`src/common/fetch_pkg.sv`:
```
//######################################################################
// Shared widths, cache geometry, AXI codes and packed structs for the
// instruction fetch stage
//######################################################################
package fetch_pkg;

    localparam int ADDR_W      = 16;  // PC and byte address width
    localparam int INSTR_W     = 16;  // One instruction
    localparam int AXI_DATA_W  = 32;  // Two instructions per beat
    localparam int LINE_BYTES  = 8;   // Four instructions per line
    localparam int NUM_LINES   = 16;

    // Derived cache geometry
    localparam int OFFSET_W    = $clog2(LINE_BYTES);              // 3
    localparam int INDEX_W     = $clog2(NUM_LINES);               // 4
    localparam int TAG_W       = ADDR_W - INDEX_W - OFFSET_W;     // 9
    localparam int LINE_ADDR_W = ADDR_W - OFFSET_W;               // 13
    localparam int LINE_W      = LINE_BYTES * 8;                  // 64
    localparam int HALF_W      = OFFSET_W - 1;                    // Halfword select
    localparam int BYTE_OFF_W  = $clog2(AXI_DATA_W / 8);          // Byte lane bits
    localparam int NUM_BEATS   = LINE_W / AXI_DATA_W;             // Beats per line
    localparam int BEAT_W      = $clog2(NUM_BEATS);

    localparam logic [ADDR_W-1:0] RESET_PC = '0;

    // AXI response codes and AR protection
    localparam logic [1:0] RESP_OKAY   = 2'b00;
    localparam logic [1:0] RESP_SLVERR = 2'b10;
    localparam logic [2:0] PROT_INSTR  = 3'b100;  // Instruction, secure, unprivileged

    typedef struct packed {
        logic              valid;
        logic [ADDR_W-1:0] target;
    } redirect_t;

    typedef struct packed {
        logic              valid;
        logic [ADDR_W-1:0] addr;
    } cpu_req_t;

    typedef struct packed {
        logic               ready;
        logic [INSTR_W-1:0] instr;
        logic               err;
    } cpu_res_t;

    typedef struct packed {
        logic                   valid;
        logic [LINE_ADDR_W-1:0] addr;
    } line_req_t;

    typedef struct packed {
        logic              done;
        logic [LINE_W-1:0] line;
        logic              err;
    } line_res_t;

    typedef struct packed {
        logic               valid;
        logic [ADDR_W-1:0]  pc;
        logic [INSTR_W-1:0] instr;
        logic               err;
    } fetch_out_t;

    typedef struct packed {
        logic              valid;
        logic [ADDR_W-1:0] addr;
        logic [2:0]        prot;
    } axi_ar_t;

    typedef struct packed {
        logic                  valid;
        logic [AXI_DATA_W-1:0] data;
        logic [1:0]            resp;
    } axi_r_t;

endpackage

```
`src/logic/redirect_capture.sv`:
```
`timescale 1ns/10ps
//######################################################################
// Two-stage branch target hold between the redirect pulse and the PC
//######################################################################
module redirect_capture import fetch_pkg::*; (
    input  logic      clk,
    input  logic      rst_PC_src,
    input  redirect_t redirect,   // One-cycle pulse from outside
    input  logic      commit,     // Fetch unit can take a new address
    input  logic      clear,      // Committed target was loaded
    output redirect_t committed
);

    logic              pend_vld_q;
    logic [ADDR_W-1:0] pend_tgt_q;
    logic              cmt_vld_q;
    logic [ADDR_W-1:0] cmt_tgt_q;

    // First stage holds the pulse until commit
    always_ff @(posedge clk) begin
        if (rst_PC_src) begin
            pend_vld_q <= 1'b0;
        end else if (redirect.valid) begin
            pend_vld_q <= 1'b1;       // Newer pulse wins over commit
        end else if (commit) begin
            pend_vld_q <= 1'b0;
        end
    end

    always_ff @(posedge clk) begin
        if (redirect.valid) pend_tgt_q <= redirect.target;
    end

    // Second stage presents the target until the PC has taken it
    always_ff @(posedge clk) begin
        if (rst_PC_src) begin
            cmt_vld_q <= 1'b0;
        end else if (commit && pend_vld_q) begin
            cmt_vld_q <= 1'b1;
        end else if (clear) begin
            cmt_vld_q <= 1'b0;
        end
    end

    always_ff @(posedge clk) begin
        if (commit && pend_vld_q) cmt_tgt_q <= pend_tgt_q;
    end

    assign committed = '{valid: cmt_vld_q, target: cmt_tgt_q};

endmodule

```
`src/fetch/if_unit.sv`:
```
`timescale 1ns/10ps
//######################################################################
// Fetch unit with the program counter, redirect load and the output
// register toward decode
//######################################################################
module if_unit import fetch_pkg::*; (
    input  logic       clk,
    input  logic       rst_PC_src,
    input  redirect_t  committed,   // Target ready to load into the PC
    input  cpu_res_t   cpu_res,
    input  logic       out_ready,   // Decode stall when low
    output logic       commit,
    output logic       clear,
    output cpu_req_t   cpu_req,
    output fetch_out_t fetch_out
);

    logic [ADDR_W-1:0]  pc_q;
    logic               req_vld_q;    // Low only in the first cycle after reset
    logic               out_vld_q;
    logic [ADDR_W-1:0]  out_pc_q;
    logic [INSTR_W-1:0] out_instr_q;
    logic               out_err_q;
    logic               out_free;     // Output register empty or being drained
    logic               take;         // Cache word moves into the output register

    assign out_free = !out_vld_q || out_ready;

    // A committed redirect discards the word looked up for the old PC
    assign take = cpu_res.ready && out_free && !committed.valid;

    // Redirect may move on when a lookup completes or before the first request
    assign commit = cpu_res.ready || !req_vld_q;
    assign clear  = committed.valid;   // PC loads the target this cycle

    always_ff @(posedge clk) begin
        if (rst_PC_src) begin
            req_vld_q <= 1'b0;
        end else begin
            req_vld_q <= 1'b1;
        end
    end

    // Program counter
    always_ff @(posedge clk) begin
        if (rst_PC_src) begin
            pc_q <= RESET_PC;
        end else if (committed.valid) begin
            pc_q <= committed.target;                  // Branch target
        end else if (take) begin
            pc_q <= pc_q + ADDR_W'(INSTR_W / 8);       // Next halfword
        end
    end

    // Cache address is the PC itself and stays put until ready
    assign cpu_req = '{valid: req_vld_q, addr: pc_q};

    // Output valid toward decode
    always_ff @(posedge clk) begin
        if (rst_PC_src) begin
            out_vld_q <= 1'b0;
        end else if (take) begin
            out_vld_q <= 1'b1;
        end else if (out_ready) begin
            out_vld_q <= 1'b0;   // Accepted and nothing new behind it
        end
    end

    // Payload only changes on a new word so it holds while stalled
    always_ff @(posedge clk) begin
        if (take) begin
            out_pc_q    <= pc_q;
            out_instr_q <= cpu_res.instr;
            out_err_q   <= cpu_res.err;
        end
    end

    assign fetch_out = '{
        valid: out_vld_q,
        pc:    out_pc_q,
        instr: out_instr_q,
        err:   out_err_q
    };

endmodule

```
`src/icache/icache_store.sv`:
```
`timescale 1ns/10ps
//######################################################################
// Cache tag, valid and data arrays with registered read
//######################################################################
module icache_store import fetch_pkg::*; (
    input  logic               clk,
    input  logic               rst_PC_src,
    input  logic [INDEX_W-1:0] rd_index,
    input  logic               wr_en,
    input  logic [INDEX_W-1:0] wr_index,
    input  logic [TAG_W-1:0]   wr_tag,
    input  logic [LINE_W-1:0]  wr_line,
    output logic [TAG_W-1:0]   rd_tag,
    output logic               rd_valid,
    output logic [LINE_W-1:0]  rd_line
);

    logic [TAG_W-1:0]  tag_mem  [NUM_LINES];
    logic [LINE_W-1:0] data_mem [NUM_LINES];
    logic [NUM_LINES-1:0] valid_q;   // One bit per line

    // Tag and data arrays
    always_ff @(posedge clk) begin
        if (wr_en) begin
            tag_mem[wr_index]  <= wr_tag;
            data_mem[wr_index] <= wr_line;
        end
        rd_tag  <= tag_mem[rd_index];    // Old contents on a same-index write
        rd_line <= data_mem[rd_index];
    end

    // Valid bits start cleared
    always_ff @(posedge clk) begin
        if (rst_PC_src) begin
            valid_q <= '0;
        end else if (wr_en) begin
            valid_q[wr_index] <= 1'b1;
        end
    end

    always_ff @(posedge clk) begin
        if (rst_PC_src) begin
            rd_valid <= 1'b0;
        end else begin
            rd_valid <= valid_q[rd_index];
        end
    end

endmodule

```
`src/icache/icache_ctrl.sv`:
```
`timescale 1ns/10ps
//######################################################################
// Direct-mapped instruction cache controller with lookup, refill and
// respond states
//######################################################################
module icache_ctrl import fetch_pkg::*; (
    input  logic      clk,
    input  logic      rst_PC_src,
    input  cpu_req_t  cpu_req,
    input  line_res_t line_res,
    output cpu_res_t  cpu_res,
    output line_req_t line_req
);

    typedef enum logic [1:0] {ST_LOOKUP, ST_REFILL, ST_RESPOND} state_t;

    state_t            state_q;
    state_t            state_d;
    logic [ADDR_W-1:0] look_addr_q;   // Address behind the store read data
    logic              look_vld_q;
    logic [ADDR_W-1:0] miss_addr_q;   // Address being refilled
    logic [LINE_W-1:0] fill_line_q;
    logic              fill_err_q;
    logic [TAG_W-1:0]  rd_tag;
    logic              rd_valid;
    logic [LINE_W-1:0] rd_line;
    logic              look_match;
    logic              hit;
    logic              miss;
    logic              resp_match;
    logic              wr_en;

    function automatic logic [INSTR_W-1:0] pick_half(input logic [LINE_W-1:0] line,
                                                     input logic [HALF_W-1:0] sel);
        return line[sel*INSTR_W +: INSTR_W];   // Low halfword is the lower address
    endfunction

    // Store read data only counts when it belongs to the current request
    assign look_match = look_vld_q && cpu_req.valid && (look_addr_q == cpu_req.addr);
    assign hit  = look_match && rd_valid && (rd_tag == look_addr_q[ADDR_W-1 -: TAG_W]);
    assign miss = look_match && !hit && (state_q == ST_LOOKUP);
    assign resp_match = cpu_req.valid && (cpu_req.addr == miss_addr_q);
    assign wr_en = (state_q == ST_REFILL) && line_res.done && !line_res.err;   // Good fill only

    always_comb begin
        state_d = state_q;
        case (state_q)
            ST_LOOKUP:  if (miss) state_d = ST_REFILL;
            ST_REFILL:  if (line_res.done) state_d = ST_RESPOND;
            ST_RESPOND: if (!resp_match) state_d = ST_LOOKUP;   // PC has moved on
            default:    state_d = ST_LOOKUP;
        endcase
    end

    always_ff @(posedge clk) begin
        if (rst_PC_src) begin
            state_q    <= ST_LOOKUP;
            look_vld_q <= 1'b0;
        end else begin
            state_q    <= state_d;
            look_vld_q <= cpu_req.valid;
        end
    end

    always_ff @(posedge clk) begin
        look_addr_q <= cpu_req.addr;               // Tracks the registered read
        if (miss) miss_addr_q <= look_addr_q;
        if ((state_q == ST_REFILL) && line_res.done) begin
            fill_line_q <= line_res.line;
            fill_err_q  <= line_res.err;
        end
    end

    always_comb begin
        cpu_res = '{ready: 1'b0, instr: pick_half(rd_line, look_addr_q[1 +: HALF_W]),
                    err: 1'b0};
        case (state_q)
            ST_LOOKUP: cpu_res.ready = hit;
            ST_RESPOND: begin
                cpu_res.ready = resp_match;
                cpu_res.err   = fill_err_q;
                cpu_res.instr = fill_err_q ? '0 : pick_half(fill_line_q, miss_addr_q[1 +: HALF_W]);
            end
            default: cpu_res.ready = 1'b0;   // Refill in progress
        endcase
    end

    assign line_req = '{valid: (state_q == ST_REFILL),
                        addr:  miss_addr_q[ADDR_W-1:OFFSET_W]};

    icache_store u_store (
        .clk        (clk),
        .rst_PC_src (rst_PC_src),
        .rd_index   (cpu_req.addr[OFFSET_W +: INDEX_W]),
        .wr_en      (wr_en),
        .wr_index   (miss_addr_q[OFFSET_W +: INDEX_W]),
        .wr_tag     (miss_addr_q[ADDR_W-1 -: TAG_W]),
        .wr_line    (line_res.line),
        .rd_tag     (rd_tag),
        .rd_valid   (rd_valid),
        .rd_line    (rd_line)
    );

endmodule

```
`src/logic/axi_rd_master.sv`:
```
`timescale 1ns/10ps
//######################################################################
// AXI4-Lite read master fetching one cache line as sequential beats
//######################################################################
module axi_rd_master import fetch_pkg::*; (
    input  logic      clk,
    input  logic      rst_PC_src,
    input  line_req_t line_req,
    input  logic      ar_ready,
    input  axi_r_t    r,
    output line_res_t line_res,
    output axi_ar_t   ar,
    output logic      r_ready
);

    typedef enum logic [1:0] {ST_IDLE, ST_AR, ST_R, ST_DONE} state_t;

    state_t                 state_q;
    logic [BEAT_W-1:0]      beat_q;       // Beat within the line
    logic [LINE_ADDR_W-1:0] line_addr_q;
    logic [LINE_W-1:0]      line_q;       // Assembled line
    logic                   err_q;
    logic                   last_beat;

    assign last_beat = (beat_q == BEAT_W'(NUM_BEATS - 1));

    always_ff @(posedge clk) begin
        if (rst_PC_src) begin
            state_q <= ST_IDLE;
            beat_q  <= '0;
        end else begin
            case (state_q)
                ST_IDLE: if (line_req.valid) begin
                    state_q <= ST_AR;
                    beat_q  <= '0;
                end
                ST_AR: if (ar_ready) state_q <= ST_R;   // Address accepted
                ST_R: if (r.valid) begin
                    if (last_beat) begin
                        state_q <= ST_DONE;
                    end else begin
                        state_q <= ST_AR;               // Next AR after this beat
                        beat_q  <= beat_q + 1'b1;
                    end
                end
                default: state_q <= ST_IDLE;            // Done lasts one cycle
            endcase
        end
    end

    // Line data and response collection
    always_ff @(posedge clk) begin
        if ((state_q == ST_IDLE) && line_req.valid) begin
            line_addr_q <= line_req.addr;
            err_q       <= 1'b0;
        end
        if ((state_q == ST_R) && r.valid) begin
            line_q[beat_q*AXI_DATA_W +: AXI_DATA_W] <= r.data;
            err_q <= err_q | (r.resp != RESP_OKAY);   // Any bad beat fails the line
        end
    end

    assign ar = '{
        valid: (state_q == ST_AR),
        addr:  {line_addr_q, beat_q, {BYTE_OFF_W{1'b0}}},
        prot:  PROT_INSTR
    };
    assign r_ready = (state_q == ST_R);

    assign line_res = '{done: (state_q == ST_DONE), line: line_q, err: err_q};

endmodule

```
`src/logic/fetch_top.sv`:
```
`timescale 1ns/10ps
//######################################################################
// Fetch stage top with redirect capture, fetch unit, cache and AXI master
//######################################################################
module fetch_top import fetch_pkg::*; (
    input  logic       clk,
    input  logic       rst_PC_src,
    input  redirect_t  redirect,
    input  logic       out_ready,
    input  logic       ar_ready,
    input  axi_r_t     r,
    output fetch_out_t fetch_out,
    output axi_ar_t    ar,
    output logic       r_ready
);

    redirect_t committed;
    logic      commit;
    logic      clear;
    cpu_req_t  cpu_req;
    cpu_res_t  cpu_res;
    line_req_t line_req;
    line_res_t line_res;

    redirect_capture u_redirect (
        .clk        (clk),
        .rst_PC_src (rst_PC_src),
        .redirect   (redirect),
        .commit     (commit),
        .clear      (clear),
        .committed  (committed)
    );

    if_unit u_if (
        .clk        (clk),
        .rst_PC_src (rst_PC_src),
        .committed  (committed),
        .cpu_res    (cpu_res),
        .out_ready  (out_ready),
        .commit     (commit),
        .clear      (clear),
        .cpu_req    (cpu_req),
        .fetch_out  (fetch_out)
    );

    icache_ctrl u_icache (
        .clk        (clk),
        .rst_PC_src (rst_PC_src),
        .cpu_req    (cpu_req),
        .line_res   (line_res),
        .cpu_res    (cpu_res),
        .line_req   (line_req)
    );

    // Line refills go out over AXI4-Lite reads
    axi_rd_master u_axi (
        .clk        (clk),
        .rst_PC_src (rst_PC_src),
        .line_req   (line_req),
        .ar_ready   (ar_ready),
        .r          (r),
        .line_res   (line_res),
        .ar         (ar),
        .r_ready    (r_ready)
    );

endmodule

```
`config.mk`:
```
export PLATFORM = sky130hd
export DESIGN_NAME = fetch_top
export DESIGN_NICKNAME = d
export VERILOG_FILES = /design/src/common/fetch_pkg.sv /design/src/logic/redirect_capture.sv /design/src/fetch/if_unit.sv /design/src/icache/icache_store.sv /design/src/icache/icache_ctrl.sv /design/src/logic/axi_rd_master.sv /design/src/logic/fetch_top.sv
export SDC_FILE = /design/constraint.sdc
export NUM_CORES = 1
export LEC_CHECK = 0
export BUFFER_PORTS_ARGS = -buffer_cell sky130_fd_sc_hd__buf_4
export CAP_MARGIN = 25
export CORE_ASPECT_RATIO = 0.5
export CORE_MARGIN = 2
export CORE_UTILIZATION = 55
export CTS_BUF_LIST = sky130_fd_sc_hd__clkbuf_4 sky130_fd_sc_hd__clkbuf_8 sky130_fd_sc_hd__clkbuf_16
export CTS_CLUSTER_DIAMETER = 50
export DETAILED_ROUTE_END_ITERATION = 8
export GPL_TIMING_DRIVEN = 0
export PLACE_DENSITY = 0.76
export SLEW_MARGIN = 20
export SYNTH_ARGS = -nofsm -noshare
export SYNTH_HDL_FRONTEND = slang
export SYNTH_HIERARCHICAL = 1
export SYNTH_SLANG_ARGS = --single-unit
```
`constraint.sdc`:
```
create_clock -name clk -period 12.6 [get_ports clk]
set_input_delay 1.89 -clock clk [delete_from_list [all_inputs] [get_ports clk]]
set_output_delay 1.89 -clock clk [all_outputs]
set_load 0.02 [all_outputs]
```
==> summary.txt <==
Synthesis
  • Area fraction in compound gates after synthesis: 0.03200
  • Synth Area in Adders: 0.0002224
  • Number of flops mapped to enable cells by yosys: about 1400
  • Sequential element share of the synthesized area: 0.7899
  • Synth Register Bits: roughly 1500
  • FFs w/ async S/R, synth: 0
  • Main combinational cell family by area after synthesis: multiplexers
  • Simple-gate share of the synthesized area: 0.02153
  • Top post-synthesis cells by count: edfxtp_1, mux4_2, dfxtp_1
  • Post-Syn Instances: approximately 2500
  • Top-count cell post-synth: edfxtp_1
  • Synthesized area per cell: about 23 um2
  • Top post-synthesis cells by area: edfxtp_1, mux4_2, dfxtp_1, a22o_1, a221o_1
  • YS warnings: 6
  • Mux share of post-synthesis cell area: 0.1330
  • Xor/xnor share of the synthesized area: 0.007316
  • Mapped cell area: between 50000 and 60000 um2
  • Synth top area share: 0.7429
  • Area leader, netlist: edfxtp_1
  • Synth unique cells: 64
  • Top FF cell, synth: edfxtp_1

STA
  • Fmax: ~0.26 GHz
  • Final Slew Violations: 0
  • Final setup TNS: 0 ps
  • Pin slew with the least headroom to its limit: 1074 ps
  • Worst Skew: about 28 ps
  • Final-report setup violation count: 0
  • Final hold vios: 0
  • RSZ-0062 raised after global routing: false
  • Max_slew headroom: 0.2837
  • Fin crit period: around 3800 ps
  • Fin crit share: 0.3050
  • Setup WS post-layout: a little under 9000 ps
  • Fin Hold WS: around 420 ps

Clock tree
  • Hold_buf cts: 0
  • # resized after CTS: 0
  • H-tree depth: 4
  • Clk slew on worst S/H paths: 70 ps
  • CTS Buffer Depth: 3
  • Worst-skew pair later-pin latency: 750 ps
  • Post-CTS Setup Inserts: 0
  • Sink Count: around 1500
  • Clk root buf: clkbuf_16
  • TritonCTS clock tree: done
  • CTS Buf Count: approximately 130

Detailed routing
  • Post-Route WL: 141900 um
  • Vias/cell: about 6.6
  • # DRC: 0
  • Routed via count: ~28000
  • Antenna viol nets, final: 0
  • 1st-iter DRT viols: 4299
  • Drt first pass iters: 7
  • DR WL/cell: approximately 33 um

Cells and area
  • Share of layout cells above drive strength 1: 0.2907
  • Final Non-Filler Cells: between 4000 and 5000
  • NumNets Final: 2894
  • Syn-to-layout area delta: 15.31%

Pwr
  • Leakage: around 21 nW
  • Internal Power: a little over 8 mW
  • Net Sw Power: a little over 2 mW
  • Combinational share of power: 0.046
  • Worst IR Drop VDD: 0.0001574 V
  • Clock power share: 0.407
  • Seq pwr share: 0.548
  • Sw Ratio: 0.2041
  • PD cells: between 150 and 200 nW/um2

Job
  • Maximum capacitance violations: 0

Critical path
  • Reg2Reg Launch Point: u_icache/state_q[0]
  • Crit-path most repeated cell: buf_4
  • Crit path DAT: ~4300 ps
  • Critical Path Source Type: flop
  • CP endpoint kind: flop
  • Crit. Startpoint: u_icache/state_q[0]
  • CP Max Fanout: 8
  • Crit-path cells: nor2b_1, nand2_1, nor2_1, or3b_2, nor3_2, buf_4, buf_4, buf_4, buf_4, buf_6
  • Worst Setup EP: u_icache/u_store/data_mem[0][19]
  • Worst path depth: 10
  • R2R Path End: u_icache/u_store/data_mem[0][19]
  • WS Path Type: reg2reg
  • Crit-path leading delay family: simple AND/OR/NAND/NOR gates
  • Crit-path slowest cell: or3b_2
  • Max incr delay on CP: between 600 and 700 ps
  • Worst Path Required: about 13000 ps
  • Worst reg-to-reg setup slack: 8760 ps
  • WP buf/inv: 5
  • FF-to-FF path depth: 10

Worst hold path
  • Worst Hold Launch: u_redirect/pend_tgt_q[10]
  • Worst Hold Class: reg2reg
  • Hold path cells: 0

GRT
  • Tot GR Track Use: 0.2740
  • Largest net degree at the start of global routing: 36
  • Initial antenna violation count: 9
  • First-pass GRT wire length: approximately 200000 um
  • Vias in the first global route: roughly 29000
  • Total gr overflow: 0

Placement
  • Final Wtd Congestion: 0.8483
  • PortBufs: approximately 110
  • Dpl ws: a little under 9000 ps
  • HPWL Detailed: roughly 92000 um
  • Inst Count DP: about 4000

Floorplanning
  • Std-Cell Rows: roughly 80
  • Total core area: slightly above 100000 um2
  • Die area: around 110000 um2
  • Die Height: between 200 and 250 um
  • I/O pin count: ~110
  • Die X: 456.3 um
  • Starting Density: 0.5584

Run status
  • Status: finished, final reports clean
area by class of cell:
class / instances / area [um2]
tap: 1344 / 1682
timing repair buffer: 208 / 2354
sequential: 1524 / 44440
fill: 6205 / 35880
inverter: 9 / 36.28
antenna: 4 / 10.01
multi-input combinational: 811 / 11070
buffer: 152 / 862.1
clock buffer: 193 / 3956
clock inverter: 44 / 462.9
logic make-up (layout without fill, tap and decap cells):
group / count (synthesis) / after routing
xor gates and xnor gates: 47 / 47
buffers and inverters: 161 / 606
DFF: 1524 / 1524
muxes: 332 / 332
other: 2 / 9
and+or+nand+nor: 224 / 224
adders and majority gates: 1 / 1
AOI/OAI and AO/OA: 202 / 202
worst reg2reg max path, stage by stage (launching register included):
cell and delay, ps:
dfxtp_1 340, nor2b_1 570, nand2_1 410, nor2_1 350
or3b_2 610, nor3_2 190, buf_4 230, buf_4 200
buf_4 240, buf_4 250, buf_6 170
metal layers:
layer	share of wire	global-route usage	routed length [um]	vias to the layer above
li1	-	-	-	11159
met5	0	0	0	-
met2	0.47	0.4270	66700	2017
met1	0.37	0.3701	51930	14770
met3	0.13	0.07918	17990	270
met4	0.037	0.1076	5271	0
power groups by stage:
stage	clock network, mW	registers (mW)	logic, mW
4_1_cts	4.17	5.56	0.460
2_1_floorplan	0	5.62	0.304
3_5_place_dp	0	5.67	0.451
3_3_place_gp	0	5.67	0.442
5_1_grt	4.37	5.56	0.481
6_report	4.13	5.56	0.463
placed cells by master, fill, tap and decap left out, types with 12 or more instances in the layout:
cell and instances:
nor2b_1 38, buf_6 18, clkbuf_16 136, nor2_4 14, buf_2 35, nand3_1 13, xnor2_1 19, dfxtp_1 132
and2_1 35, a22o_1 89, buf_16 15, clkinv_1 15, buf_12 37, nand2_1 12, a221o_1 73, nor2_1 53
mux4_2 305, clkinv_2 14, buf_4 181, mux4_1 21, xor2_1 28, clkbuf_4 37, clkbuf_8 20, edfxtp_1 1392
clkbuf_1 62
flip-flops by register name, indices dropped and copies added (netlist names), 64 cells and up:
register / cells
u_icache/u_store/data_mem: 1024
u_icache/u_store/tag_mem: 144
u_icache/fill_line_q: 64
u_axi/line_q: 64
u_icache/u_store/rd_line: 64
worst min path at each step:
stage | endpoint
after floorplan | u_icache/look_addr_q[0]
after global placement | u_redirect/cmt_tgt_q[2]
after detailed placement | u_redirect/cmt_tgt_q[10]
after CTS | u_redirect/cmt_tgt_q[10]
after global routing | u_redirect/cmt_tgt_q[14]
final | u_redirect/cmt_tgt_q[10]
through the flow:
| step | area (um2) | util | power (mW) |
|---|---|---|---|
| detailed placement | 60450 | 0.5999 | 6.119 |
| floorplan | 56270 | - | 5.927 |
| global route | 64860 | 0.6438 | 10.41 |
| CTS | 64860 | 0.6438 | 10.19 |
| finish | 64870 | 0.6439 | 10.16 |
| global placement | 58740 | 0.5831 | 6.109 |
No activity file was read; power rests on OpenSTA's default activity.
